### config.mk
export PLATFORM = sky130hd
export DESIGN_NAME = stream_fifo
export DESIGN_NICKNAME = d
export VERILOG_FILES = /design/src/rtl/stream_fifo.sv
export VERILOG_INCLUDE_DIRS = /design/src /design/src/common
export SDC_FILE = /design/constraint.sdc
export NUM_CORES = 1
export LEC_CHECK = 0
export CORE_UTILIZATION = 60
export CTS_CLUSTER_SIZE = 24
export DETAILED_ROUTE_END_ITERATION = 6
export DONT_BUFFER_PORTS = 1
export GPL_TIMING_DRIVEN = 0
export PLACE_DENSITY_LB_ADDON = 0.12
export SLEW_MARGIN = 20
export SYNTH_ARGS = -nofsm -noshare
export SYNTH_HDL_FRONTEND = slang
export SYNTH_SLANG_ARGS = --single-unit
### constraint.sdc
create_clock -name clk -period 2.8 [get_ports clk]
set_clock_uncertainty 0.05 [all_clocks]
set_input_delay 0.28 -clock clk [delete_from_list [all_inputs] [get_ports clk]]
set_output_delay 0.28 -clock clk [all_outputs]
set_load 0.02 [all_outputs]
### src/common/render_consts.svh
`ifndef RENDER_CONSTS_SVH
`define RENDER_CONSTS_SVH

// Registry slots in the model buffer
`define RENDER_MAX_MODEL_COUNT 8

// Triangle slots shared by all models
`define RENDER_MAX_TRIANGLE_COUNT 64

`define RENDER_COORD_WIDTH 12 // Signed, wraps on overflow

// Default depth of the stream FIFOs
`define RENDER_FIFO_DEPTH 4

`endif

### src/rtl/stream_fifo.sv
`timescale 1ns/1ps
`default_nettype none

`include "render_consts.svh"

module stream_fifo #(
    parameter type payload_t = logic [7:0],
    parameter int  depth     = `RENDER_FIFO_DEPTH
) (
    input  wire      clk,
    input  wire      rstn,

    input  wire      in_valid,
    output logic     in_ready,
    input  wire payload_t in_data,

    output logic     out_valid,
    input  wire      out_ready,
    output payload_t out_data
);

    localparam int ptr_w   = (depth > 1) ? $clog2(depth) : 1;
    localparam int count_w = $clog2(depth + 1);

    payload_t mem [depth];

    logic [ptr_w-1:0]   rd_ptr;
    logic [ptr_w-1:0]   wr_ptr;
    logic [count_w-1:0] count;

    logic push;
    logic pop;

    // A pop in the same cycle frees a slot for a full FIFO
    assign in_ready  = (count != count_w'(depth)) || out_ready;
    assign out_valid = (count != '0);
    assign out_data  = mem[rd_ptr];

    assign push = in_valid && in_ready;
    assign pop  = out_valid && out_ready;

    always_ff @(posedge clk or negedge rstn) begin
        if (!rstn) begin
            rd_ptr <= '0;
            wr_ptr <= '0;
            count  <= '0;
        end else begin
            if (push) begin
                wr_ptr <= (wr_ptr == ptr_w'(depth - 1)) ? '0 : wr_ptr + 1'b1;
            end
            if (pop) begin
                rd_ptr <= (rd_ptr == ptr_w'(depth - 1)) ? '0 : rd_ptr + 1'b1;
            end
            if (push && !pop) begin
                count <= count + 1'b1;
            end else if (pop && !push) begin
                count <= count - 1'b1;
            end
        end
    end

    always_ff @(posedge clk) begin
        if (push) begin
            mem[wr_ptr] <= in_data;
        end
    end

endmodule

`default_nettype wire

# == Yosys cells after proc, flatten, opt, wreduce, memory -nomap -nowiden ==
# Memory sizes are Yosys's and may differ from the RTL's.
# Index checks and enable logic that the tools add are counted.
# word_totals
regBits,7
mem_bits_rw,32
input_bits,12
output_inout_bits,10
elab_cells,26
memories,1
# classes
addsub,4
eq_ne,3
mux,6
reduce_logical,9
# memory_table
memory,depth,word_bits,read_ports,rd_clocked_by_memory_dff,write_ports,line,rtl
mem,4,8,1,0,1,stream_fifo.sv:25,payload_t mem [depth];
# ops
cell,count
3-bit 2-to-1 mux,2
2-bit by 1-bit adder with 2-bit output (second input constant),2
2-bit equality test (second input constant),2
1-bit logical AND,4
2-bit 2-to-1 mux,2
3-bit by 1-bit adder with 3-bit output (second input constant),1
3-bit != test (second input constant),1
3-bit nonzero test,1
3-bit by 1-bit subtractor with 3-bit output (second input constant),1
1-bit zero test,2
1-bit 2-to-1 mux,2
2-bit nonzero test,1
1-bit logical OR,1

# == Depth between registers and ports, before layout ==
# depth
depth_word,7
mapped_depth,9
ltp_nobuf,8

# == Least setup slack after synthesis ==
# No wires, ideal clock.
# synth_timing
path_kind,reg2reg
from,register count[0]
to,register count[1]
setup_ps,125
arrival_time_ps,2177
required_ps,2625
slack_ps,449
path_stages_with_launch,8
synth_period_minus_slack_ps,2351
cell_sequence,dfrtp_1 -> or4b_1 -> buf_2 -> and2_4 -> ha_1 -> inv_1 -> fa_1 -> mux2_2
# synth_between
elab_chain_len,6
word_cells_on_any_way,14
classes_between,add/sub: 2; eq/ne: 1; mux: 2; reduce/logical: 9
# synth_rtl
item,line,rtl
from (decl),stream_fifo.sv:29,logic [count_w-1:0] count;
from (signal assigned),stream_fifo.sv:55,count <= count + 1'b1;
from (signal assigned),stream_fifo.sv:57,count <= count - 1'b1;
3-bit != test *,stream_fifo.sv:35,assign in_ready = (count != count_w'(depth)) || out_ready;
1-bit logical OR *,stream_fifo.sv:35,
named net in_ready,stream_fifo.sv:14,"output logic in_ready,"
1-bit logical AND *,stream_fifo.sv:39,assign push = in_valid && in_ready;
named net push,stream_fifo.sv:31,logic push;
1-bit zero test,stream_fifo.sv:56,end else if (pop && !push) begin
1-bit logical AND,stream_fifo.sv:56,
2-bit nonzero test (no line),n/a,
# Mark *: on every way through the listed nets, which the timed path passes. The rest lies on a longest branch. The select of a mux whose other input is x is not followed.
# A chain may end at the register's enable or synchronous reset.

# == Worst setup path after layout ==
# Ends and elaborated chain as after synthesis.

==> flow_summary.json <==
{
  "status": "finished clean",
  "area_growth_pct": 11.10,
  "peakVddDrop_v": 0.0006906,
  "hold_path_startpoint": "in_valid",
  "setup-tns-final_ns": 0,
  "cp-startpoint": "count[0]",
  "grt_overflow_total": 0,
  "final_util_pct": 70.62,
  "endpoint": "count[1]",
  "p_leak_nw": 0.6378,
  "netlist-cell-type-count": 19,
  "finalMaxSlewViolations": 0,
  "grt_pass1_vias": 722,
  "wl_um": 2255,
  "synthXorXnorAreaFrac_pct": 1.654,
  "row_count": 18,
  "gp_congestion": 0.5819,
  "p_comb_share_pct": 35.7,
  "synth.area.top_cells": "edfxtp_1, mux4_2, dfrtp_1",
  "drc": 0,
  "path_max_fanout": 8,
  "initial_core_util_pct": 63.56,
  "fmax_mhz": 405.0,
  "p_seq_share_pct": 49.2,
  "io_pins": 22,
  "synth_compound_area_share_pct": 1.102,
  "grt_max_degree": 12,
  "pwr-share-clk_pct": 15.1,
  "cp_data_arrival_time_ns": 2.65,
  "synth.mux.area_fraction_pct": 13.46,
  "synth-seq-cells": 39,
  "synthTopCellsByCount": "edfxtp_1, mux4_2, dfrtp_1",
  "timing.rr.start": "count[0]",
  "synth_top_cell_by_area": "edfxtp_1",
  "grt_pass1_wl_um": 3436,
  "dp_hpwl_um": 1558,
  "cts_buffers": 5,
  "die_area_um2": 2858,
  "switching_share_pct": 33.99,
  "synth_top_family_by_area": "multiplexers",
  "htree_levels": 2,
  "hold_violations": 0,
  "cts_resized": 0,
  "netlist_area_um2": 1589,
  "die-width_um": 53.46,
  "clock_path_buffers": 2,
  "worst_pin_slew_ns": 0.4936,
  "num_vias": 742,
  "reg2reg_to": "count[1]",
  "cp-end-kind": "register",
  "diodes": 0,
  "setup_viol": 0,
  "root_buffer": "clkbuf_4",
  "async_flop_share_pct": 17.95,
  "cap_violations": 0,
  "r2r_slack_ns": 0.33,
  "via_per_inst": 5.797,
  "period_share_pct": 88.19,
  "insertion_delay_ns": 0.33,
  "internal-power_w": 0.001129,
  "synth-edff-count": 32,
  "yosys_warnings": 0,
  "track_usage_pct": 19.63,
  "rsz0062_at_grt": "false",
  "cts_tree": "done",
  "reg2reg_depth": 7,
  "nets": 116,
  "drive_gt1_share_pct": 21.43,
  "avgSynthCellArea_um2": 19.62,
  "die_h_um": 53.46,
  "drt-pass1-iter-count": 4,
  "antenna_found_initial": 0,
  "drt-wirelength-per-cell_um": 17.62,
  "yosysSeqAreaShare_pct": 71.50,
  "core_area_um2": 2500,
  "synth_simple_gate_area_share_pct": 4.724,
  "dpl_worst_slack_ns": 0.3421,
  "synth_most_common_cell": "edfxtp_1",
  "p_switching_w": 0.0005815,
  "cts_sinks": 39,
  "cp-start-kind": "register",
  "synth_nets": 100,
  "setup_ws_ns": 0.3307,
  "dr.first_iter.drc_count": 5,
  "p_per_area_nw_per_um2": 969.1,
  "ant_nets": 0,
  "min_period_ns": 2.469,
  "synth_adder_area_share_pct": 5.984,
  "io_buffers": 0,
  "hp-class": "input pin to register",
  "required_ns": 2.98,
  "clkTransAtPathRegs_ns": 0.10,
  "slew_headroom_pct": 67.10,
  "syn_inst": 81,
  "post-synth-top-area-fraction_pct": 60.47,
  "yosys_most_used_dff": "edfxtp_1",
  "crit_type": "register to register"
}
## cells in the final DEF, fill, tap and decap left out, drive strengths merged
| cell | Yosys | routed |
|---|---|---|
| inv | 3 | 3 |
| o21ai | 2 | 2 |
| edfxtp | 32 | 32 |
| fa | 1 | 1 |
| or3 | 1 | 1 |
| clkinv | 0 | 2 |
| buf | 3 | 3 |
| mux2 | 3 | 3 |
| dfrtp | 7 | 7 |
| clkbuf | 0 | 6 |
| and2 | 1 | 1 |
| or4b | 1 | 1 |
| mux4 | 8 | 8 |
| ha | 6 | 6 |
| xnor2 | 1 | 1 |
| and3 | 4 | 4 |
| nor2 | 3 | 3 |
| dlygate4sd3 | 0 | 9 |
| nand3 | 2 | 2 |
| nand2 | 1 | 1 |
| xor2 | 2 | 2 |
## worst min path at each step
stage | end | cells after the start
final | wr_ptr[1] | 2
after global routing | wr_ptr[1] | 2
after detailed placement | count[1] | 0
after CTS | wr_ptr[1] | 2
after floorplan | count[0] | 0
after global placement | count[1] | 0
## logic make-up after synthesis
family | count (synthesis)
mux | 11
flops | 39
compound gates | 2
simple gates | 13
xor+xnor | 3
fa+ha+maj | 7
buf+inv | 6
## worst max-delay path, cell delays in order, from the launching register on
cell     delay, ns
dfrtp_1       0.45
or4b_1        0.51
buf_2         0.21
and2_4        0.20
ha_1          0.21
inv_1         0.07
fa_1          0.40
mux2_2        0.26
## per-stage QoR
step / total power [W] / std cells / instance area, µm² / hold WS, ns
3_5_place_dp: 0.001467 / 111 / 1627 / -0.06540
2_1_floorplan: 0.001360 / 81 / 1589 / -0.06559
6_report: 0.001711 / 128 / 1765 / 0.03329
5_1_grt: 0.001824 / 128 / 1765 / 0.02461
4_1_cts: 0.001736 / 128 / 1765 / 0.02331
3_3_place_gp: 0.001446 / 111 / 1627 / -0.06541
## power groups by stage
stage	sequential (W)	clock [W]	combinational, W
after floorplan	0.000837	0	0.000523
after global placement	0.000847	0	0.000599
after detailed placement	0.000859	0	0.000608
after CTS	0.000845	0.000265	0.000626
after global routing	0.000860	0.000285	0.000678
final	0.000843	0.000258	0.000610
## area by class of cell
cell class,count,area (µm²)
plain buffers,3,13.76
clock buffers,6,41.29
clock inverters,2,7.507
fillers,161,734.5
inverters,3,11.26
multi-input cells,36,427.9
flip-flops and latches,39,1136
well taps,30,37.54
repair buffers,9,90.09
## state kept, by name, indices dropped and copies added, names as in the netlist
signal and flops:
wr_ptr 2, mem 32, rd_ptr 2, count 3
## what timing repair did
| action | in CTS | in global routing |
|---|---|---|
| endpoints found under the hold margin | 39 | 0 |
| setup endpoints to repair | 0 | 0 |
| hold buffers | 9 | 0 |
| setup buffers | 0 | 0 |
## routing by layer
layer	up-vias	global-route usage [%]	part of all wire, %
li1	347	-	-
met5	-	0	0
met2	19	31.04	54
met3	8	6.322	4.7
met4	0	14.47	3.0
met1	368	21.89	39
No activity file was read; power rests on OpenSTA's default activity.
