File: config.mk
export PLATFORM = sky130hd
export DESIGN_NAME = model_fetch
export DESIGN_NICKNAME = d
export VERILOG_FILES = /design/src/common/geom_pkg.sv /design/src/common/modelbuf_pkg.sv /design/src/rtl/model_fetch.sv
export VERILOG_INCLUDE_DIRS = /design/src /design/src/common
export SDC_FILE = /design/constraint.sdc
export NUM_CORES = 1
export LEC_CHECK = 0
export ABC_AREA = 0
export BUFFER_PORTS_ARGS = -buffer_cell sky130_fd_sc_hd__buf_2
export CAP_MARGIN = 20
export CORE_MARGIN = 5
export CORE_UTILIZATION = 25
export DETAILED_ROUTE_END_ITERATION = 16
export HOLD_SLACK_MARGIN = 0.15
export PLACE_DENSITY = 0.5
export RECOVER_POWER = 100
export SETUP_SLACK_MARGIN = 0.02
export SLEW_MARGIN = 20
export SYNTH_ARGS = -nofsm -noshare
export SYNTH_HDL_FRONTEND = slang
export SYNTH_SLANG_ARGS = --single-unit
File: constraint.sdc
create_clock -name clk -period 2.18 [get_ports clk]
set_clock_uncertainty 0.1 [all_clocks]
set_input_delay 0.218 -clock clk [delete_from_list [all_inputs] [get_ports clk]]
set_output_delay 0.218 -clock clk [all_outputs]
set_load 0.01 [all_outputs]
File: src/common/render_consts.svh
`ifndef RENDER_CONSTS_SVH
`define RENDER_CONSTS_SVH

// Registry slots in the model buffer
`define RENDER_MAX_MODEL_COUNT 8

// Triangle slots shared by all models
`define RENDER_MAX_TRIANGLE_COUNT 64

`define RENDER_COORD_WIDTH 12 // Signed, wraps on overflow

// Default depth of the stream FIFOs
`define RENDER_FIFO_DEPTH 4

`endif

File: src/common/geom_pkg.sv
`default_nettype none

`include "render_consts.svh"

package geom_pkg;

    // Screen-space coordinate, two's complement
    typedef logic signed [`RENDER_COORD_WIDTH-1:0] coord_t;

    typedef struct packed {
        coord_t x;
        coord_t y;
    } vertex_t;

    // Three vertices, index 0 in the low bits
    typedef vertex_t [2:0] triangle_t;

    // Sideband carried with each triangle
    typedef struct packed {
        logic last; // Final triangle of a draw
    } triangle_metadata_t;

endpackage

`default_nettype wire

File: src/common/modelbuf_pkg.sv
`default_nettype none

`include "render_consts.svh"

package modelbuf_pkg;

    typedef logic [$clog2(`RENDER_MAX_MODEL_COUNT)-1:0] model_id_t;
    typedef logic [$clog2(`RENDER_MAX_TRIANGLE_COUNT)-1:0] tri_index_t;

    // One beat on the write side
    typedef struct packed {
        model_id_t           model_id;
        geom_pkg::triangle_t triangle;
    } modelbuf_data_t;

    // Triangle lookup, index is relative to the model start
    typedef struct packed {
        model_id_t  model_index;
        tri_index_t triangle_index;
    } modelbuf_read_data_t;

    typedef struct packed {
        model_id_t         model_id;
        geom_pkg::vertex_t offset; // Added to every vertex of the model
    } draw_cmd_t;

endpackage

`default_nettype wire

File: src/rtl/model_fetch.sv
`timescale 1ns/1ps
`default_nettype none

module model_fetch (
    input  wire                                clk,
    input  wire                                rstn,

    input  wire                                draw_valid,
    output logic                               draw_ready,
    input  wire modelbuf_pkg::draw_cmd_t       draw_cmd,

    output logic                               read_valid,
    input  wire                                read_ready,
    output modelbuf_pkg::modelbuf_read_data_t  read_data,
    input  wire                                last_seen,  // Last flag of the current read

    output geom_pkg::vertex_t                  offset
);

    typedef enum logic {
        fetch_idle,
        fetch_busy
    } fetch_state_t;

    fetch_state_t state;

    modelbuf_pkg::tri_index_t cur_index;
    modelbuf_pkg::model_id_t  cur_model;
    geom_pkg::vertex_t        cur_offset;

    logic draw_accept;
    logic read_accept;

    assign draw_ready  = (state == fetch_idle);
    assign draw_accept = draw_valid && draw_ready;

    assign read_valid  = (state == fetch_busy);
    assign read_accept = read_valid && read_ready;

    assign read_data.model_index    = cur_model;
    assign read_data.triangle_index = cur_index;

    // Held until the next draw is taken
    assign offset = cur_offset;

    always_ff @(posedge clk or negedge rstn) begin
        if (!rstn) begin
            state     <= fetch_idle;
            cur_index <= '0;
        end else begin
            case (state)
                fetch_idle: begin
                    if (draw_accept) begin
                        state     <= fetch_busy;
                        cur_index <= '0;
                    end
                end
                fetch_busy: begin
                    // The buffer knows the model size, so stop on its last flag
                    if (read_accept) begin
                        if (last_seen) begin
                            state <= fetch_idle;
                        end else begin
                            cur_index <= cur_index + 1'b1;
                        end
                    end
                end
                default: state <= fetch_idle;
            endcase
        end
    end

    // Command fields
    always_ff @(posedge clk) begin
        if (draw_accept) begin
            cur_model  <= draw_cmd.model_id;
            cur_offset <= draw_cmd.offset;
        end
    end

endmodule

`default_nettype wire

### Word level (Yosys, flattened, before mapping)

Index checks and enable logic that the tools add are counted.

* bits of input ports: 32
* register bits: 34
* output and inout bits: 35

* reductions and logical operators: 3
* equality and inequality tests: 3
* $add $sub $neg: 1
* multiplexer cells: 8
* bitwise operators: 1

Operator list (number)
* $mux 6: 3
* $pmux 6 s2: 1
* $add 6x1->6 const B: 1
* $ne 2x1->1 const B: 2
* $mux 1: 3
* $reduce_and 3->1: 1
* $logic_and 1x1->1: 2
* $ne 2x2->1 const B: 1
* $pmux 1 s2: 1
* $not 1->1: 1

### Longest topological paths before layout

Gate-level depths: netlist of run 1.

* depth after elaboration: 4
* gate-level depth with buffers: 4
* mapped depth without buffers: 4

### Worst setup path after synthesis of run 1

Ideal clock, no wire load.

* path type: register to register
* start point: register state (netlist: read_valid)
* end point: register cur_model[0], enable pin
* setup time: 0.384 ns
* arrival time: 1.288 ns
* path slack: 0.408 ns
* clock period less this slack: 1.772 ns
* cell stages (with the launch flop): 3
* cells stage by stage: dfrtp_1 > nand2b_1 > inv_1

* longest elaborated chain between the ends: 2

Ends and longest elaborated chain
* start: declaration: RTL line model_fetch.sv:25 `fetch_state_t state;`
* start signal: assignment: RTL line model_fetch.sv:48 `state <= fetch_idle;`
* start signal: assignment: RTL line model_fetch.sv:54 `state <= fetch_busy;`
* start signal: assignment: RTL line model_fetch.sv:62 `state <= fetch_idle;`
* $not 1->1
* $logic_and 1x1->1: RTL line model_fetch.sv:35 `assign draw_accept = draw_valid && draw_ready;`
* net draw_accept: RTL line model_fetch.sv:31 `logic draw_accept;`
* end signal: assignment: RTL line model_fetch.sv:76 `cur_model <= draw_cmd.model_id;`
* end: declaration: RTL line model_fetch.sv:28 `modelbuf_pkg::model_id_t cur_model;`

The timed path passes the listed nets, and every way through them passes these cells.
A chain may end at the register's enable or synchronous reset.

### Worst setup path in the final report of run 1

* start point: input last_seen
* end point: register cur_index[5]

* longest elaborated chain between the ends: 2

Ends and longest elaborated chain
* start: declaration: RTL line model_fetch.sv:15 `input wire last_seen,`
* $ne 2x2->1 (no source line)
* $reduce_and 3->1 (no source line)
* end signal: assignment: RTL line model_fetch.sv:64 `cur_index <= cur_index + 1'b1;`
* end: declaration: RTL line model_fetch.sv:27 `modelbuf_pkg::tri_index_t cur_index;`

Every way passes these cells.

==> results of run 1 <==
## critical path, cell delays in order
cell and delay, ns:
dlygate4sd3_1 0.54, clkbuf_1 0.12, nand4b_1 0.28, o311ai_0 0.38, o41ai_1 0.14
## worst min-delay path by stage
stage | to | depth (start not counted)
floorplan | cur_index[0] | 0
global placement | cur_index[3] | 1
detailed placement | cur_index[5] | 1
CTS | cur_index[3] | 2
global route | cur_index[2] | 4
finish | cur_index[2] | 4
## synth_stat cells, drive strengths merged
master	number	area, sq um
o311ai	1	8.76
nor2	3	11.3
a31oi	1	6.26
dfrtp	7	175
o41ai	1	8.76
o31ai	1	7.51
edfxtp	27	811
o211ai	1	7.51
nand4b	2	32.5
ha	1	12.5
a21oi	1	5.00
or3	1	6.26
nand2b	1	6.26
nand2	3	11.3
xor2	2	17.5
nand3	1	5.00
nand3b	1	7.51
o21ai	2	10.0
inv	3	11.3
## layer usage
metal	vias to the layer above	wire length (um)	global-route usage
met5	-	0	0
met4	0	57	0.0472
met3	7	349	0.0538
met2	47	1220	0.140
met1	398	1160	0.107
li1	437	-	-
## registers in the layout (all words and copies together), names as in the netlist
register / cells
read_valid: 1
offset: 24
cur_index: 6
cur_model: 3
## power by group through the flow
| stage | registers, uW | clock network, uW | logic [uW] |
|---|---|---|---|
| after floorplan | 830 | 0 | 59.3 |
| after global placement | 807 | 0 | 183 |
| after detailed placement | 807 | 0 | 186 |
| after CTS | 796 | 458 | 230 |
| after global routing | 801 | 488 | 236 |
| final | 794 | 435 | 209 |
## area by class of cell
class / instances / area (sq um)
well taps: 52 / 65.1
fillers: 434 / 2540
multi-input cells: 23 / 149
clock buffers: 5 / 68.8
repair buffers: 97 / 603
flip-flops and latches: 34 / 986
inverters: 3 / 11.3
clock inverters: 3 / 16.3
## per-stage QoR
| step | cell area, sq um | utilization | power [uW] |
|---|---|---|---|
| detailed placement | 1580 | 0.355 | 993 |
| global route | 1900 | 0.427 | 1520 |
| CTS | 1960 | 0.441 | 1480 |
| finish | 1900 | 0.427 | 1440 |
| global placement | 1580 | 0.355 | 990 |
| floorplan | 1160 | - | 889 |
## kinds of logic after synthesis
| group | count (synthesis) |
|---|---|
| AOI/OAI and AO/OA | 8 |
| xor gates and xnor gates | 2 |
| adders and majority gates | 1 |
| buffers and inverters | 3 |
| DFF | 34 |
| and+or+nand+nor | 12 |
==> results by group, run 1 <==
Run status
  – Status: finished, final reports clean

Power
  – Max rail drop VDD: approximately 0.26 mV
  – Sequential power share: 0.552
  – Internal power: 1080 uW
  – Switching share of power: 0.251
  – P per Cell Area: about 760 nW/um^2
  – Clock network power share: 0.302
  – Power share of the combinational group: 0.146
  – Switching pwr: 360 uW
  – Leakage power: ~0.00073 uW

Clocking
  – Resized cells post-CTS: 0
  – CTS H-Tree Depth: 2
  – Clk Tree Root Cell: clkbuf_8
  – Num CTS Buffers: 5
  – CTS clk-pin slew, worst paths: about 0.07 ns
  – CTS tree: built
  – CTS Hold Bufs: 30
  – Post-CTS setup buffer count: 0
  – Later-pin clock latency in the skew report: 0.28 ns
  – Deepest clock path buffer count: 2
  – CTS sink cnt: 34

Route
  – Antenna-violating nets left: 0
  – Final wirelength: between 2 and 3 mm
  – Vias per inst: roughly 4.1
  – Wire length per cell: ~13 um
  – Iteration-0 DRC Markers: 28
  – DRC violations left: 0
  – First-pass DRT Iterations: 4
  – Via count: a little under 900

STA
  – Fin. max-slew vios: 0
  – Setup_tns: 0 ns
  – Least-Margin Pin Slew: between 0.4 and 0.5 ns
  – Final setup violation count: 0
  – Relative slew slack: 0.711
  – Final worst slack: about 0.54 ns
  – Fin crit period: between 1.5 and 2 ns
  – RSZ-0062 raised after global routing: no
  – Final hold vios: 0
  – Final period util: 0.752
  – Maximum clock rate: between 600 and 700 MHz
  – Worst hold slack: approximately 0.22 ns

Synth
  – Syn avg cell area: 19.4 sq um
  – Largest family of logic cells by synthesized area: simple AND/OR/NAND/NOR gates
  – Synthesized area: roughly 1200 sq um
  – Post-synthesis sequential area ratio: 0.849
  – Compound-Gate Fraction of Synth Area: 0.0463
  – Netlist cell types: 20
  – Xor/xnor share of the synthesized area: 0.0151
  – Post-Synth Adder-Cell Area: 0.0108
  – Mapped Cells: 60
  – Post-synthesis mux area share: 0
  – Post-Synth Simple-Gate Area: 0.0690
  – Register bit total from synthesis: 34
  – Total number of yosys warnings: 0
  – Synth Net Count: slightly above 90

GRT
  – GR Util All Layers: 0.0935
  – Vias in the first global route: 881
  – Initial antenna violation count: 0
  – Gr ovfl total: 0
  – Largest net degree at the start of global routing: 22
  – Global-route wire length before repair: 4.37 mm

Floorplanning
  – Starting Density: 0.261
  – Core area: 4440 sq um
  – Cell Rows: 24
  – Chip width: approximately 80 um
  – Die Y: roughly 80 um
  – Die footprint: approximately 6100 sq um
  – Num ports: between 60 and 70

Job
  – Maximum Capacitance Violations: 0

Finish
  – Finished Layout Cells: 217
  – Share of layout cells above drive strength 1: 0.218
  – ANT cells: 0
  – Most frequent cells in the layout: clkbuf_1, dlygate4sd3_1, buf_2
  – Area growth, synth to finish: 63.6%
  – Most common cell after layout, fill and taps aside: clkbuf_1
  – Post-layout nets: between 150 and 200

Critical path
  – Critical path origin: last_seen
  – Crit end category: flop
  – Critical path peak fanout: 6
  – CP Class: input pin to flop
  – R2R setup slack: about 0.55 ns
  – Critical path destination: cur_index[5]
  – R2r startpoint: read_valid
  – Reg-to-Reg End: offset[13]
  – WP data required: roughly 2.2 ns
  – CP startpoint kind: input pin
  – Worst EP arrival: between 1.5 and 2 ns
  – R2R depth: 3

Min path
  – Hold path start: read_ready
  – HP Class: input pin to flop

Placed design
  – DP Worst Slack: between 0.5 and 0.6 ns
  – Gpl congestion: between 0.6 and 0.7
  – Number of port buffers: 66
  – HPWL after DPL: 1.91 mm
  – DP Cell Count: about 180
(Power assumes the default switching activity.)
==> inputs of run 2 (changes only) <==
--- a/config.mk
+++ b/config.mk
@@ -13,7 +13,7 @@
 export CORE_UTILIZATION = 25
 export DETAILED_ROUTE_END_ITERATION = 16
 export HOLD_SLACK_MARGIN = 0.15
-export PLACE_DENSITY = 0.5
+export PLACE_DENSITY = 0.51
 export RECOVER_POWER = 100
 export SETUP_SLACK_MARGIN = 0.02
 export SLEW_MARGIN = 20
==> constraint.sdc (replaced) <==
create_clock -name clk -period 1.4 [get_ports clk]
set_clock_uncertainty 0.1 [all_clocks]
set_input_delay 0.14 -clock clk [delete_from_list [all_inputs] [get_ports clk]]
set_output_delay 0.14 -clock clk [all_outputs]
set_load 0.01 [all_outputs]
==> results by group, run 2 (same netlist as run 1, synthesis figures left out) <==
Run status
  – Status: finished, final reports clean

Floorplanning
  – Die Y: 78.2 um (unchanged)
  – Core area: 4440 sq um (unchanged)
  – Cell Rows: 24 (unchanged)
  – Starting Density: 0.261 (unchanged)
  – Die footprint: 6110 sq um (unchanged)
  – Num ports: 67 (unchanged)
  – Chip width: 78.2 um (unchanged)

Finish
  – Area growth, synth to finish: 69.1%
  – ANT cells: 0 (unchanged)
  – Share of layout cells above drive strength 1: 0.254 (+0.0363)
  – Fill count: 439 (+1.2%)
  – Register Area: 986 sq um (unchanged)
  – Max reg flops: 24 (unchanged)
  – Post-layout nets: 201 (+2.0%)
  – Multi-input gate area in the final layout: 171 sq um (+15%)
  – Most common cell after layout, fill and taps aside: clkbuf_1
  – Most frequent cells in the layout: clkbuf_1, dlygate4sd3_1, buf_2
  – Fin util: 0.442 (+0.0144)

Placed design
  – Gpl congestion: 0.732 (+9.4%)
  – Number of port buffers: 66 (unchanged)
  – DP Worst Slack: 0.0903 ns (-0.418 ns)
  – HPWL after DPL: 2.04 mm (+6.6%)

Critical path
  – Worst path max stage delay: 0.53 ns (about the same)
  – Critical path origin: read_ready
  – Worst EP arrival: 1.44 ns (-0.24 ns)
  – CP max stage cell: dlygate4sd3_1
  – R2R setup slack: 0.08 ns (-0.47 ns)
  – Reg-to-Reg End: offset[20]
  – R2r startpoint: read_valid
  – CP Class: input pin to flop
  – Crit-path cells: dlygate4sd3_1 > buf_4 > nand4b_4 > or3_1 > a21oi_1
  – R2R depth: 3 (unchanged)
  – Crit end category: flop
  – Critical path peak fanout: 6 (unchanged)
  – CP startpoint kind: input pin
  – WP data required: 1.50 ns (-0.73 ns)

STA
  – Final hold vios: 0 (unchanged)
  – RSZ-0062 raised after global routing: no
  – Fin crit period: roughly 1.3 ns
  – Relative slew slack: 0.766 (+0.0554)
  – Final period util: 0.960
  – Final setup violation count: 0 (unchanged)
  – Least-Margin Pin Slew: 0.349 ns (-0.0843 ns)
  – Maximum clock rate: about 740 MHz
  – Fin. max-slew vios: 0 (unchanged)
  – Final worst slack: 0.0558 ns (-0.486 ns)

Clocking
  – CTS H-Tree Depth: 2 (unchanged)
  – Num CTS Buffers: 5 (unchanged)
  – Clk Tree Root Cell: clkbuf_8
  – CTS sink cnt: 34 (unchanged)
  – CTS tree: built
  – CTS clk-pin slew, worst paths: 0.07 ns (about the same)
  – Later-pin clock latency in the skew report: 0.27 ns (about the same)
  – Deepest clock path buffer count: 2 (unchanged)

Power
  – Leakage power: 0.000776 uW (+5.9%)
  – Internal power: 1700 uW (+57%)
  – Power share of the combinational group: 0.158 (+0.012)
  – Switching pwr: 551 uW (+53%)
  – P per Cell Area: 1140 nW/um^2 (+51%)
  – Max rail drop VDD: 0.631 mV (+150%)
  – Pwr Total: 2250 uW (+56%)
  – Clock network power share: 0.293 (-0.009)
  – Switching share of power: 0.245 (-0.00529)
  – Sequential power share: 0.549 (-0.003)

Min path
  – HP Class: input pin to flop
  – Hold path endpoint: cur_index[5]
  – Hold depth: 3 (-1)
  – Hold path start: last_seen

Route
  – Iteration-0 DRC Markers: 41 (+46%)
  – Vias per inst: 4.15 (+1.3%)
  – Wire length per cell: 14.0 um (+9.2%)
  – Via count: 917 (+3.1%)
  – DRC violations left: 0 (unchanged)
  – Antenna-violating nets left: 0 (unchanged)
  – First-pass DRT Iterations: 4 (unchanged)
  – Final wirelength: 3.09 mm (+11%)

GRT
  – Gr ovfl total: 0 (unchanged)
  – Vias in the first global route: 950 (+7.8%)
  – GR Util All Layers: 0.101 (+0.00780)
  – Initial antenna violation count: 0 (unchanged)
  – Largest net degree at the start of global routing: 28 (+27%)
  – Global-route wire length before repair: 4.76 mm (+9.0%)

Job
  – Maximum Capacitance Violations: 0 (unchanged)
run 2: cell count changes in the layout (fill, tap and decap cells not counted), sizes merged:
cell	before	now
buf	29	34
clkbuf	43	41
inv	3	2
dlygate4sd3	30	32
run 2: power by group through the flow:
stage	sequential (uW)	combinational, uW	clock (uW)
global placement	1250	308	0
global route	1240	400	736
CTS	1230	374	690
finish	1230	355	659
detailed placement	1250	304	0
floorplan	1290	96.9	0
run 2: metal layers:
| layer | wire length [um] | vias to the layer above | global-route usage |
|---|---|---|---|
| met5 | 0 | - | 0 |
| met4 | 27 | 0 | 0.0367 |
| met3 | 326 | 2 | 0.0492 |
| met2 | 1420 | 55 | 0.167 |
| met1 | 1320 | 414 | 0.114 |
| li1 | - | 446 | - |
run 2: what timing repair did:
| item | in CTS | in global routing |
|---|---|---|
| gates resized for setup | 0 | 2 |
| setup endpoints to repair | 0 | 2 |
| hold buffers | 31 | 1 |
| buffers inserted | 0 | 1 |
| endpoints found under the hold margin | 38 | 1 |
run 2: final cells by class:
type	count	share of cell area
clock buffers	6	0.0370
clock inverters	2	0.00446
inverters	3	0.00765
multi-input cells	23	0.0873
flip-flops and latches	34	0.502
well taps	52	0.0331
repair buffers	101	0.328
run 2: critical path, delay by kind of cell:
family	cells	cell delay [ns]
simple gates	2	0.49
compound gates	1	0.15
buf+inv	2	0.66
run 2: how the worst max path moves through the flow:
stage	endpoint	slack (ns)
CTS	cur_index[4]	0.04
global route	cur_index[4]	0.01
floorplan	cur_model[0]	-0.09
finish	cur_index[4]	0.06
global placement	offset[17]	0.12
detailed placement	cur_model[0]	0.09
run 2: per-stage QoR:
step / instance area (sq um) / setup TNS (ns) / cells / hold slack, ns
after global placement: 1600 / 0 / 180 / -0.112
after detailed placement: 1600 / 0 / 180 / -0.111
after CTS: 1990 / 0 / 219 / -0.0154
after floorplan: 1170 / -2.31 / 60 / -0.256
final: 1960 / 0 / 221 / 0.140
after global routing: 1960 / 0 / 221 / 0.150
