==> src/common/render_consts.svh <==
`ifndef RENDER_CONSTS_SVH
`define RENDER_CONSTS_SVH

// Registry slots in the model buffer
`define RENDER_MAX_MODEL_COUNT 8

// Triangle slots shared by all models
`define RENDER_MAX_TRIANGLE_COUNT 64

`define RENDER_COORD_WIDTH 12 // Signed, wraps on overflow

// Default depth of the stream FIFOs
`define RENDER_FIFO_DEPTH 4

`endif

==> src/common/geom_pkg.sv <==
`default_nettype none

`include "render_consts.svh"

package geom_pkg;

    // Screen-space coordinate, two's complement
    typedef logic signed [`RENDER_COORD_WIDTH-1:0] coord_t;

    typedef struct packed {
        coord_t x;
        coord_t y;
    } vertex_t;

    // Three vertices, index 0 in the low bits
    typedef vertex_t [2:0] triangle_t;

    // Sideband carried with each triangle
    typedef struct packed {
        logic last; // Final triangle of a draw
    } triangle_metadata_t;

endpackage

`default_nettype wire

==> src/common/tri_stream_if.sv <==
`timescale 1ns/1ps
`default_nettype none

interface tri_stream_if;

    logic                          valid;
    logic                          ready;
    geom_pkg::triangle_t           data;
    geom_pkg::triangle_metadata_t  meta;

    modport source (
        output valid,
        output data,
        output meta,
        input  ready
    );

    modport sink (
        input  valid,
        input  data,
        input  meta,
        output ready
    );

endinterface

`default_nettype wire

==> src/rtl/triangle_translate.sv <==
`timescale 1ns/1ps
`default_nettype none

module triangle_translate (
    input  wire                     clk,
    input  wire                     rstn,
    input  wire geom_pkg::vertex_t  offset,
    tri_stream_if.sink              in_tri,
    tri_stream_if.source            out_tri
);

    logic                         s1_valid;
    geom_pkg::triangle_t          s1_data;
    geom_pkg::triangle_metadata_t s1_meta;
    geom_pkg::coord_t             s1_off_y;  // Y offset of this triangle's draw

    logic                         s2_valid;
    geom_pkg::triangle_t          s2_data;
    geom_pkg::triangle_metadata_t s2_meta;

    geom_pkg::triangle_t          x_moved;
    geom_pkg::triangle_t          y_moved;

    logic s1_load;
    logic s2_load;

    assign s2_load      = !s2_valid || out_tri.ready;
    assign s1_load      = !s1_valid || s2_load;
    assign in_tri.ready = s1_load;

    assign out_tri.valid = s2_valid;
    assign out_tri.data  = s2_data;
    assign out_tri.meta  = s2_meta;

    // Sums wrap at the coordinate width
    always_comb begin
        x_moved = in_tri.data;
        y_moved = s1_data;
        for (int v = 0; v < 3; v++) begin
            x_moved[v].x = in_tri.data[v].x + offset.x;
            y_moved[v].y = s1_data[v].y + s1_off_y;
        end
    end

    always_ff @(posedge clk or negedge rstn) begin
        if (!rstn) begin
            s1_valid <= 1'b0;
            s2_valid <= 1'b0;
        end else begin
            if (s1_load) s1_valid <= in_tri.valid;
            if (s2_load) s2_valid <= s1_valid;
        end
    end

    always_ff @(posedge clk) begin
        if (s1_load && in_tri.valid) begin
            s1_data  <= x_moved;
            s1_meta  <= in_tri.meta;
            s1_off_y <= offset.y; // Travels with the triangle, safe if a new draw starts
        end
        if (s2_load && s1_valid) begin
            s2_data <= y_moved;
            s2_meta <= s1_meta;
        end
    end

endmodule

`default_nettype wire

==> src/flat_wrapper.sv <==
// flat-port wrapper written by rule: the top's interface ports become plain ports
module triangle_translate_flat 
  (clk, rstn, offset, in_tri_valid, in_tri_data, in_tri_meta, in_tri_ready, out_tri_valid, out_tri_data, out_tri_meta, out_tri_ready);
  tri_stream_if in_tri_i ();
  tri_stream_if out_tri_i ();
  input  wire clk;
  input  wire rstn;
  input  wire geom_pkg::vertex_t offset;
  input wire logic [$bits(in_tri_i.valid)-1:0] in_tri_valid;
  input wire logic [$bits(in_tri_i.data)-1:0] in_tri_data;
  input wire logic [$bits(in_tri_i.meta)-1:0] in_tri_meta;
  output wire logic [$bits(in_tri_i.ready)-1:0] in_tri_ready;
  output wire logic [$bits(out_tri_i.valid)-1:0] out_tri_valid;
  output wire logic [$bits(out_tri_i.data)-1:0] out_tri_data;
  output wire logic [$bits(out_tri_i.meta)-1:0] out_tri_meta;
  input wire logic [$bits(out_tri_i.ready)-1:0] out_tri_ready;
  assign in_tri_i.valid = in_tri_valid;
  assign in_tri_i.data = in_tri_data;
  assign in_tri_i.meta = in_tri_meta;
  assign in_tri_ready = in_tri_i.ready;
  assign out_tri_valid = out_tri_i.valid;
  assign out_tri_data = out_tri_i.data;
  assign out_tri_meta = out_tri_i.meta;
  assign out_tri_i.ready = out_tri_ready;
  triangle_translate u_core (.clk(clk), .rstn(rstn), .offset(offset), .in_tri(in_tri_i), .out_tri(out_tri_i));
endmodule
==> config.mk <==
export PLATFORM = sky130hd
export DESIGN_NAME = triangle_translate_flat
export DESIGN_NICKNAME = d
export VERILOG_FILES = /design/src/common/geom_pkg.sv /design/src/common/tri_stream_if.sv /design/src/rtl/triangle_translate.sv /design/src/flat_wrapper.sv
export VERILOG_INCLUDE_DIRS = /design/src /design/src/common
export SDC_FILE = /design/constraint.sdc
export NUM_CORES = 1
export LEC_CHECK = 0
export ABC_AREA = 1
export BUFFER_PORTS_ARGS = -buffer_cell sky130_fd_sc_hd__buf_2
export CAP_MARGIN = 20
export CORE_ASPECT_RATIO = 1.75
export CORE_MARGIN = 8
export CORE_UTILIZATION = 55
export DETAILED_ROUTE_END_ITERATION = 7
export PLACE_DENSITY = 0.9
export SYNTH_ARGS = -nofsm -noshare
export SYNTH_HDL_FRONTEND = slang
export SYNTH_SLANG_ARGS = --single-unit
==> constraint.sdc <==
create_clock -name clk -period 6.4 [get_ports clk]
set_clock_uncertainty 0.2 [all_clocks]
set_input_delay 0.32 -clock clk [delete_from_list [all_inputs] [get_ports clk]]
set_output_delay 0.32 -clock clk [all_outputs]
set_load 0.005 [all_outputs]
# ---- Word level (Yosys, flattened, before mapping)
# Cells that the tools add are included.
# Widths: inputs -> output; s select.
dict set report op_classes {
  n_addsub 6
  reduce_logical 6
}
# operator n
set op_table {}
lappend op_table {{$add 12x12->12} 6}
lappend op_table {{$logic_and 1x1->1} 2}
lappend op_table {{$logic_not 1->1} 2}
lappend op_table {{$logic_or 1x1->1} 2}
dict set report word_totals {
  out_inout_bits 75
  ff_bits 160
  word_cells 29
  inputBits 101
}

# ---- Depth between registers and ports, before layout
# Gate-level depths: netlist (run 1).
dict set report logic_depth {
  ltp_word 4
  ltp_mapped 10
}

# ---- Worst setup path before layout (run 1)
# No wires, ideal clock.
dict set report synth_path {
  path_kind {register -> register}
  from {register u_core.s2_valid, in the netlist u_core.out_tri.valid}
  to {register u_core.s2_data, in the netlist u_core.out_tri.data[0], enable pin}
  t_required_ns 5.672
  path_slack_ns 1.691
  arrival_ns 3.981
  n_path_buf 0
  stages_incl_launch_ff 2
  path_cell_list {dfrtp_1 > a21oi_1}
}
dict set report synth_between {
  elab_chain_len 3
}
# element line_no
set synth_lines {}
lappend synth_lines {{start: declaration} triangle_translate.sv:17} ;# logic s2_valid;
lappend synth_lines {{start signal: assignment} triangle_translate.sv:51} ;# if (s2_load) s2_valid <= s1_valid;
lappend synth_lines {{$logic_not 1->1} triangle_translate.sv:27} ;# assign s2_load = !s2_valid || out_tri.ready;
lappend synth_lines {{$logic_or 1x1->1} triangle_translate.sv:27}
lappend synth_lines {{$logic_and 1x1->1} triangle_translate.sv:61} ;# if (s2_load && s1_valid) begin
lappend synth_lines {{end signal: assignment} triangle_translate.sv:62} ;# s2_data <= y_moved;
lappend synth_lines {{end: declaration} triangle_translate.sv:18} ;# geom_pkg::triangle_t s2_data;
# Every way passes these cells.
# A chain may end at the register's enable or synchronous reset.

==> impl_metrics.csv, run 1 <==
group,metric,value,unit
status,status,"complete, but fails checks",
die,core,15400,um2
drt,antenna_left,0,
synthesis,ys_ff_latch,160,
flow_run,maxCapViolations,0,
synthesis,yosysUniqueCellTypes,14,
clock_network,cts_sinks,160,
synthesis,syn_area,8610,um2
global_route,antenna_found_initial,0,
placement,gp_congestion,0.949,
synthesis,syn_inst,886,
synthesis,yosys.area.top_type,"edfxtp_1",
sta,final-setup-viol-count,0,
drt,wl_met2,12.5,mm
power_and_ir_drop,pwr-share-clk,33.1,%
synthesis,synth_top_family_by_area,"simple AND/OR/NAND/NOR gates",
synthesis,yosysSeqAreaShare,55.7,%
synthesis,syn_nets,1059,
clock_network,cts_max_level,4,
global_route,grt_pass1_wl,36.1,mm
cells_and_area,final_core_util,70.7,%
global_route,grt_usage,22.7,%
min_path,worst_hold_startpoint,"in_tri_data[12]",
critical_path,cp-start-kind,"flip-flop",
cells_and_area,syn_to_final_growth,26.3,%
synthesis,synth_fa_ha_area_share,11.0,%
cells_and_area,fin_area,10900,um2
drt,wl_met1,7.33,mm
critical_path,reg2reg_from,"u_core.s1_off_y[3]$_DFFE_PP_",
clock_network,post_cts_resize_count,0,
critical_path,worst_setup_path_end_kind,"flip-flop",
drt,post_drt_wl_per_cell,16.8,um
die,die_h,182,um
sta,tightest_slew,0.934,ns
drt,drcViolationCount,2,
global_route,first_global_vias,7407,
placement,dpl-instance-area,9750,um2
status,violations,"design-rule violations",
synthesis,synth_xor_area_share,4.27,%
synthesis,synthSimpleGateAreaFrac,21.8,%
synthesis,synth_warnings,0,
die,die_w,111,um
critical_path,timing.critical_path.from,"u_core.s1_off_y[3]$_DFFE_PP_",
die,die-area,20100,um2
cells_and_area,diodes,0,
drt,wl_met3,1.63,mm
clock_network,clock_path_buffers,2,
synthesis,synth-compound-area-share,1.45,%
placement,dpl.hpwl,16.7,mm
die,initial_utilization,56.0,%
die,ios,176,
clock_network,cts-buffers-inserted,17,
critical_path,cp_max_fo,5,
power_and_ir_drop,pwr-share-comb,20.3,%
power_and_ir_drop,p_seq_share,46.5,%
power_and_ir_drop,p_sw,0.000860,W
critical_path,crit_type,"flip-flop to flip-flop",
global_route,grt_max_degree,86,
critical_path,arrival,2.10,ns
sta,tns,0,ns
synthesis,synth_top_cell_area_share,55.1,%
power_and_ir_drop,vdd_ir_drop_max,0.000184,V
clock_network,clkTransAtPathRegs,0.07,ns
drt,dr.pass1.iters,8,
sta,fmax,470,MHz
synthesis,avgSynthCellArea,9.72,um2
clock_network,cts_tree,"built",
drt,routed.top_layer,"met4",
die,rows,60,
cells_and_area,drive_above_1_share,19.3,%
critical_path,crit_required,6.37,ns
drt,vias,7105,
sta,relSlewSlack,37.7,%
min_path,hold_path.class,"input pin to flip-flop",
clock_network,clock_latency,0.43,ns
cells_and_area,final_common_cell,"nand2_1",
sta,hold_violations,0,
sta,rsz0062_at_grt,"false",
cells_and_area,fin_nets,1310,
power_and_ir_drop,p_int,0.00208,W
power_and_ir_drop,sw_frac_of_total,29.3,%
global_route,grt_overflow_total,0,
sta,drv_slew,0,
drt,dr.first_iter.drc_count,347,
synthesis,synthTopCellsByArea,"edfxtp_1, nand2_1, ha_1, inv_1, nand3_1",
drt,viasPerCell,5.32,
placement,portBuffers,175,
drt,routed_wl,22.5,mm
clock_network,cts_root_buffer,"clkbuf_16",
synthesis,synth_mux_area_share,0,%
sta,final.period_utilization,33.2,%
power_and_ir_drop,p_per_area,270,nW/um2
sta,fin_crit,2.13,ns
cells_and_area,final_cell_mix,"nand2_1, buf_2, edfxtp_1",
cells_and_area,num-fill-cells,1088,
sta,whs,0.0300,ns
power_and_ir_drop,power_leakage,5.32,nW
## worst max-delay path, cell delays in order (launching register included)
cell and delay [ns]:
edfxtp_1 0.52, ha_1 0.42, nand2_1 0.17, inv_1 0.09, nand2_1 0.08, nand2_1 0.07, nand2_1 0.10, nand3_1 0.08
nand2_1 0.08, nand2_1 0.06
## routing by layer
metal / up-vias / GRT usage, %
li1: 3431 / -
met1: 3267 / 20.4
met2: 329 / 44.0
met3: 78 / 6.53
met4: 0 / 12.0
met5: - / 0
## power by group through the flow
stage	clock (W)	sequential (W)	combinational, W
5_1_grt	0.00103	0.00138	0.000671
6_report	0.000973	0.00137	0.000598
3_5_place_dp	0	0.00139	0.000556
3_3_place_gp	0	0.00138	0.000539
2_1_floorplan	0	0.00139	0.000341
4_1_cts	0.000987	0.00137	0.000589
## cells in the mapped netlist
master and instances:
nand3_2 6, nand2_1 304, edfxtp_1 158, ha_1 66
inv_1 134, nand4_1 18, a21oi_1 25, dfrtp_1 2
nand3_1 66, or2_2 5, nor2_1 54, fa_1 6
xor2_1 36, xnor2_1 6
## flip-flops by register name, indices dropped and copies added (netlist names)
register              cells
u_core.out_tri.data      72
u_core.out_tri.meta       1
u_core.out_tri.valid      1
u_core.s1_data           72
u_core.s1_meta            1
u_core.s1_off_y          12
u_core.s1_valid           1
## worst paths after layout
path	cells past startpoint	end	slack [ns]
min in group asynchronous	3	u_core.s1_valid$_DFFE_PN0N_	0.54
max in group asynchronous	3	u_core.out_tri.valid$_DFFE_PN0P_	5.34
max	9	u_core.out_tri.data[57]$_DFFE_PP_	4.27
min reg2reg	0	u_core.out_tri.data[46]$_DFFE_PP_	0.22
min	2	u_core.s1_data[12]$_DFFE_PP_	0.03
max reg2reg	9	u_core.out_tri.data[57]$_DFFE_PP_	4.27
## repair_timing
action / CTS / global route
hold buffers: 54 / 0
buffers inserted: 0 / 0
endpoints found under the hold margin: 54 / 0
## area by class of cell
| cell class | count | area [um2] | share of cell area [%] |
|---|---|---|---|
| flip-flops and latches | 160 | 4790 | 44.1 |
| multi-input cells | 592 | 3330 | 30.6 |
| repair buffers | 232 | 1450 | 13.3 |
| inverters | 134 | 504 | 4.63 |
| clock buffers | 18 | 429 | 3.94 |
| well taps | 186 | 233 | 2.14 |
| clock inverters | 14 | 140 | 1.29 |
## stage by stage
stage / power (W) / cells / setup slack (ns)
finish: 0.00294 / 1336 / 4.27
global route: 0.00308 / 1336 / 4.16
CTS: 0.00294 / 1335 / 4.18
detailed placement: 0.00194 / 1249 / 4.16
global placement: 0.00192 / 1249 / 4.25
floorplan: 0.00173 / 886 / 1.69
## logic make-up (layout without fill, tap and decap cells)
group | Yosys count | after routing
AO/OA/AOI/OAI | 25 | 25
AND/OR/NAND/NOR | 453 | 453
adder cells (fa/ha/maj) | 72 | 72
flip-flops | 160 | 160
XOR/XNOR | 42 | 42
buffers and inverters | 134 | 398
(Power assumes the default switching activity.)
==> run 2, diff against run 1 <==
==> constraint.sdc (replaced) <==
create_clock -name clk -period 2 [get_ports clk]
set_clock_uncertainty 0.2 [all_clocks]
set_input_delay 0.1 -clock clk [delete_from_list [all_inputs] [get_ports clk]]
set_output_delay 0.1 -clock clk [all_outputs]
set_load 0.005 [all_outputs]
==> run 2 against run 1 <==
Net effect:
- the run now ends clean
- combinational power rose to 3.6 times the previous value
- power rose to 3.2 times the previous value
- worst setup slack lost 4.2 ns
- maximum frequency grew 8.1%
- sequential share of layout area is 2.2 points lower
- critical path depth fell by 1
- core utilization rose by 3.7 points
- register-to-register slack lost 4.2 ns
- sequential power rose to 3.2 times the previous value
- wire length rose by 4.2%
==> impl_metrics.csv, run 2 (synthesized netlist as in run 1, its figures left out) <==
group,metric,value,unit
power_and_ir_drop,p_sw,0.00275,W
sta,fin_ws,0.0331,ns
flow_run,maxCapViolations,0,
sta,final-setup-viol-count,0,
status,status,"finished clean",
critical_path,cp_max_fo,4,
clock_network,clock_path_buffers,2,
cells_and_area,regArea,4800,um2
critical_path,ff2ff_setup_slack,0.03,ns
sta,fmax,508,MHz
sta,fin_crit,1.97,ns
drt,dr.pass1.iters,5,
drt,vias,7158,
die,rows,60,
cells_and_area,syn_to_final_growth,32.9,%
sta,drv_slew,0,
critical_path,reg2reg_depth,8,
global_route,grt_max_degree,43,
power_and_ir_drop,power_leakage,5.51,nW
power_and_ir_drop,vdd_ir_drop_max,0.000547,V
placement,gp_congestion,0.949,
cells_and_area,multi_input_area,3520,um2
cells_and_area,diodes,0,
critical_path,crit_required,1.97,ns
cells_and_area,final_common_cell,"nand2_1",
clock_network,cts_root_buffer,"clkbuf_16",
critical_path,r2r_end,"u_core.out_tri.data[8]$_DFFE_PP_",
power_and_ir_drop,p_seq_share,46.1,%
critical_path,endpoint,"u_core.out_tri.data[8]$_DFFE_PP_",
power_and_ir_drop,pwr-share-clk,31.5,%
power_and_ir_drop,pwr-share-comb,22.4,%
die,die_w,111,um
drt,drcViolationCount,0,
drt,routed_wl,23.4,mm
sta,final.period_utilization,98.3,%
power_and_ir_drop,p_int,0.00676,W
sta,hold_violations,0,
drt,viasPerCell,5.21,
critical_path,cp-start-kind,"flip-flop",
sta,tightest_slew,0.550,ns
die,initial_utilization,56.0,%
global_route,grt_usage,23.1,%
global_route,antenna_found_initial,0,
critical_path,timing.critical_path.from,"u_core.s1_off_y[0]$_DFFE_PP_",
critical_path,worst_setup_path_end_kind,"flip-flop",
die,ios,176,
cells_and_area,num-fill-cells,1023,
cells_and_area,final_cell_mix,"nand2_1, buf_2, edfxtp_1",
cells_and_area,fin_nets,1350,
clock_network,cts_max_level,4,
drt,post_drt_wl_per_cell,17.0,um
die,die_h,182,um
clock_network,cts_sinks,160,
clock_network,clkTransAtPathRegs,0.07,ns
global_route,first_global_vias,7470,
clock_network,cts-buffers-inserted,17,
die,die-area,20100,um2
cells_and_area,drive_above_1_share,23.8,%
power_and_ir_drop,sw_frac_of_total,28.9,%
placement,dpl.hpwl,17.3,mm
power_and_ir_drop,p_per_area,831,nW/um2
sta,relSlewSlack,63.3,%
die,core,15400,um2
placement,portBuffers,175,
sta,rsz0062_at_grt,"true",
critical_path,arrival,1.93,ns
critical_path,reg2reg_from,"u_core.s1_off_y[0]$_DFFE_PP_",
cells_and_area,instances_no_fill,1375,
drt,antenna_left,0,
clock_network,clock_latency,0.41,ns
clock_network,cts_tree,"built",
min_path,hold_path.class,"input pin to flip-flop",
global_route,grt_overflow_total,0,
global_route,grt_pass1_wl,36.9,mm
placement,placed_cells,1267,
placement,pre_cts_slack,-0.0418,ns
drt,dr.first_iter.drc_count,389,
critical_path,crit_type,"flip-flop to flip-flop",
[run 2: changes by cell type in the layout (fill, tap and decap cells not counted), moves of 5 or more]
cell and delta:
buf_12 +5, nand3_1 -7, ha_4 +7, nand3_2 +7
ha_2 +9, ha_1 -16, buf_4 +18, fa_1 -5
fa_2 +5, dlygate4sd3_1 +17
[run 2: through the flow]
stage / utilization (%) / hold WS (ns) / setup TNS [ns] / cell area, um2 / total power, W
after floorplan: - / -0.396 / -59.76 / 8640 / 0.00554
after global placement: 64.8 / -0.314 / 0 / 9970 / 0.00628
after detailed placement: 64.8 / -0.306 / -0.0865 / 9970 / 0.00634
after CTS: 72.9 / 0.00125 / -0.0343 / 11200 / 0.00946
after global routing: 74.4 / 0.0188 / -0.467 / 11400 / 0.00996
final: 74.4 / 0.0191 / 0 / 11400 / 0.00951
[run 2: power by group through the flow]
stage	logic, W	clock network (W)	registers (W)
after global placement	0.00184	0	0.00444
after CTS	0.00202	0.00305	0.00438
after global routing	0.00237	0.00318	0.00442
final	0.00213	0.00300	0.00438
after detailed placement	0.00189	0	0.00445
after floorplan	0.00110	0	0.00444
[run 2: cell type report]
class | instances | area share, %
inverters | 134 | 4.43
clock inverters | 14 | 0.962
multi-input cells | 592 | 30.7
repair buffers | 272 | 16.2
flip-flops and latches | 160 | 41.9
clock buffers | 17 | 3.72
well taps | 186 | 2.03
[run 2: how the worst min path moves through the flow]
stage | endpoint | depth (start not counted) | slack (ns) | start
finish | u_core.s1_data[64]$_DFFE_PP_ | 3 | 0.02 | in_tri_data[64]
global route | u_core.s1_data[64]$_DFFE_PP_ | 3 | 0.02 | in_tri_data[64]
CTS | u_core.s1_data[64]$_DFFE_PP_ | 3 | 0.001 | in_tri_data[64]
detailed placement | u_core.s1_valid$_DFFE_PN0N_ | 1 | -0.31 | rstn
global placement | u_core.s1_valid$_DFFE_PN0N_ | 1 | -0.31 | rstn
floorplan | u_core.out_tri.valid$_DFFE_PN0P_ | 0 | -0.40 | rstn
[run 2: what timing repair did]
item | 4_1_cts | 5_1_grt
endpoints found under the setup margin | 5 | 24
hold endpoints to repair | 67 | 0
resized for setup | 3 | 36
hold buffers | 71 | 0
setup buffers | 0 | 6
pin swaps | 1 | 4
[run 2: metal layers]
metal | wire length, um | global-route usage [%] | vias to the layer above
met5 | 0 | 0 | -
met2 | 13000 | 44.8 | 308
met1 | 8060 | 21.9 | 3296
met4 | 903 | 11.0 | 0
li1 | - | - | 3495
met3 | 1500 | 5.21 | 59
[run 2: worst max-delay path: stages (launching register included)]
cell	delay [ns]
edfxtp_1	0.47
ha_2	0.24
fa_2	0.44
nand2_2	0.09
nand3_2	0.08
nand3_2	0.07
nand2_1	0.05
nand2_1	0.05
nand2_1	0.04
==> run 3, diff against run 2 <==
==> constraint.sdc (replaced) <==
create_clock -name clk -period 2 [get_ports clk]
set_clock_uncertainty 0.2 [all_clocks]
set_input_delay 0.1 -clock clk [delete_from_list [all_inputs] [get_ports clk]]
set_output_delay 0.1 -clock clk [all_outputs]
set_load 0.05 [all_outputs]
==> run 3 against run 2 <==
Net effect:
- the flow now finishes with violations (negative setup slack)
- first-iteration DRC count rose by 14%
- clock power grew 23%
- global-route usage rose by 1.2 points
- worst hold slack lost 0.0058 ns
- worst setup slack got worse by 0.092 ns
- critical path type unchanged
- critical endpoint is now u_core.out_tri.data[57]$_DFFE_PP_
- largest cell class unchanged
==> impl_metrics.csv, run 3 (synthesized netlist as in run 1, its figures left out) <==
group,metric,value,unit
status,status,"complete, but fails checks",
status,violations,"negative setup slack",
sta,relSlewSlack,68.2,%
sta,fmax,486,MHz
critical_path,path_cells,"ha_2, nand2_1, inv_1, nand2_1, nand2_1, nand2_1, nand3_1, nand2_1, nand2_1",
clock_network,clock_path_buffers,2,
min_path,worst_hold_startpoint,"offset[13]",
cells_and_area,instances_no_fill,1383,
cells_and_area,final_common_cell,"nand2_1",
power_and_ir_drop,p_sw,0.00359,W
power_and_ir_drop,p_total,0.0110,W
die,die-area,20100,um2
placement,gp_congestion,0.946,
min_path,hold_depth,2,
placement,pre_cts_slack,-0.0574,ns
power_and_ir_drop,p_per_area,934,nW/um2
drt,routed_wl,26.4,mm
global_route,grt_pass1_wl,38.2,mm
clock_network,clock_latency,0.43,ns
power_and_ir_drop,p_int,0.00745,W
sta,tns,-0.203,ns
placement,dpl-instance-area,9890,um2
die,core,15400,um2
placement,portBuffers,175,
power_and_ir_drop,vdd_ir_drop_max,0.000675,V
flow_run,maxCapViolations,0,
die,die_h,182,um
drt,dr.pass1.iters,5,
min_path,min_to,"u_core.s1_data[37]$_DFFE_PP_",
critical_path,reg2reg_depth,9,
sta,fin_ws,-0.0589,ns
cells_and_area,diodes,0,
global_route,antenna_found_initial,0,
critical_path,reg2reg_from,"u_core.s1_off_y[3]$_DFFE_PP_",
sta,hold_violations,0,
sta,rsz0062_at_grt,"true",
die,ios,176,
cells_and_area,fin_area,11800,um2
critical_path,max_stage_delay,0.54,ns
drt,antenna_left,0,
sta,tightest_slew,0.475,ns
global_route,first_global_vias,7548,
power_and_ir_drop,sw_frac_of_total,32.5,%
critical_path,crit_required,1.97,ns
min_path,hold_path.class,"input pin to flip-flop",
critical_path,worst_setup_path_end_kind,"flip-flop",
clock_network,cts_root_buffer,"clkbuf_16",
clock_network,cts-buffers-inserted,17,
clock_network,cts_max_level,4,
placement,dpl.hpwl,17.1,mm
drt,viasPerCell,5.41,
drt,post_drt_wl_per_cell,19.1,um
critical_path,arrival,2.03,ns
power_and_ir_drop,power_leakage,5.60,nW
critical_path,crit_top_cell,"nand2_1",
critical_path,cp_max_fo,5,
placement,placed_cells,1261,
global_route,grt_max_degree,74,
global_route,grt_overflow_total,0,
sta,final.period_utilization,103,%
cells_and_area,fin_nets,1358,
critical_path,cp-start-kind,"flip-flop",
clock_network,clkTransAtPathRegs,0.07,ns
power_and_ir_drop,p_seq_share,39.8,%
sta,fin_crit,2.06,ns
power_and_ir_drop,pwr-share-comb,26.9,%
cells_and_area,syn_to_final_growth,37.3,%
critical_path,critPathSlowestCell,"edfxtp_1",
drt,drcViolationCount,0,
drt,vias,7477,
die,die_w,111,um
critical_path,ff2ff_setup_slack,-0.06,ns
critical_path,crit_type,"flip-flop to flip-flop",
sta,drv_slew,0,
drt,dr.first_iter.drc_count,442,
global_route,grt_usage,24.3,%
clock_network,cts_tree,"built",
clock_network,cts_sinks,160,
die,rows,60,
critical_path,r2r_end,"u_core.out_tri.data[57]$_DFFE_PP_",
sta,final-setup-viol-count,5,
cells_and_area,drive_above_1_share,26.8,%
power_and_ir_drop,pwr-share-clk,33.3,%
cells_and_area,final_cell_mix,"nand2_1, buf_2, edfxtp_1",
die,initial_utilization,56.0,%
==> run 3: cell count changes in the layout (fill, tap and decap cells not counted), moves of 5 or more <==
cell | previous run | this run
ha_1 | 50 | 38
buf_6 | 0 | 5
nand2_1 | 300 | 287
ha_4 | 7 | 19
nand2_2 | 4 | 14
bufinv_16 | 0 | 5
buf_4 | 20 | 26
==> run 3: how the worst max path moves through the flow <==
stage	from	to	slack, ns
final	u_core.s1_off_y[3]$_DFFE_PP_	u_core.out_tri.data[57]$_DFFE_PP_	-0.06
after global routing	u_core.s1_off_y[5]$_DFFE_PP_	u_core.out_tri.data[32]$_DFFE_PP_	-0.13
after CTS	u_core.s1_off_y[2]$_DFFE_PP_	u_core.out_tri.data[11]$_DFFE_PP_	-0.03
after detailed placement	u_core.s1_off_y[7]$_DFFE_PP_	u_core.out_tri.data[10]$_DFFE_PP_	-0.06
after global placement	u_core.s1_off_y[9]$_DFFE_PP_	u_core.out_tri.data[10]$_DFFE_PP_	-0.05
after floorplan	u_core.out_tri.valid$_DFFE_PN0P_	u_core.s1_data[0]$_DFFE_PP_	-0.76
==> run 3: worst max-delay path: cells and delay by family, from the launching register on <==
family	cells	cell delay, ns
adders and majority gates	1	0.39
buffers and inverters	1	0.08
DFF	1	0.54
and+or+nand+nor	7	0.61
==> run 3: layer usage <==
metal / GRT usage [%] / part of all wire, %
met5: 0 / 0
met1: 22.7 / 33
met2: 47.0 / 54
met3: 5.94 / 7.0
met4: 12.4 / 5.6
==> run 3: metrics by stage <==
step	hold slack, ns	utilization [%]
finish	0.0133	76.8
global route	0.0237	76.8
CTS	0.0000130	74.0
detailed placement	-0.311	64.3
global placement	-0.314	64.3
floorplan	-0.396	-
==> run 3: area by class of cell <==
cell class / count / area [um2]
Clock buffer: 17 / 425
Clock inverter: 14 / 228
Fill cell: 944 / 3560
Inverter: 134 / 507
Multi-Input combinational cell: 592 / 3750
Sequential cell: 160 / 4800
Tap cell: 186 / 233
Timing Repair Buffer: 280 / 1890
==> run 3: power by group through the flow <==
| stage | sequential (W) | clock (W) | combinational [W] |
|---|---|---|---|
| final | 0.00439 | 0.00368 | 0.00298 |
| after CTS | 0.00438 | 0.00368 | 0.00273 |
| after global placement | 0.00444 | 0 | 0.00248 |
| after floorplan | 0.00514 | 0 | 0.00111 |
| after detailed placement | 0.00445 | 0 | 0.00254 |
| after global routing | 0.00442 | 0.00383 | 0.00319 |
==> run 3: what timing repair did <==
action                                  4_1_cts  5_1_grt
pin swaps                                     0       11
hold buffers                                 72        0
hold endpoints to repair                     65        0
gates resized for setup                       9       68
endpoints found under the setup margin       10       23
setup buffers                                 5       14
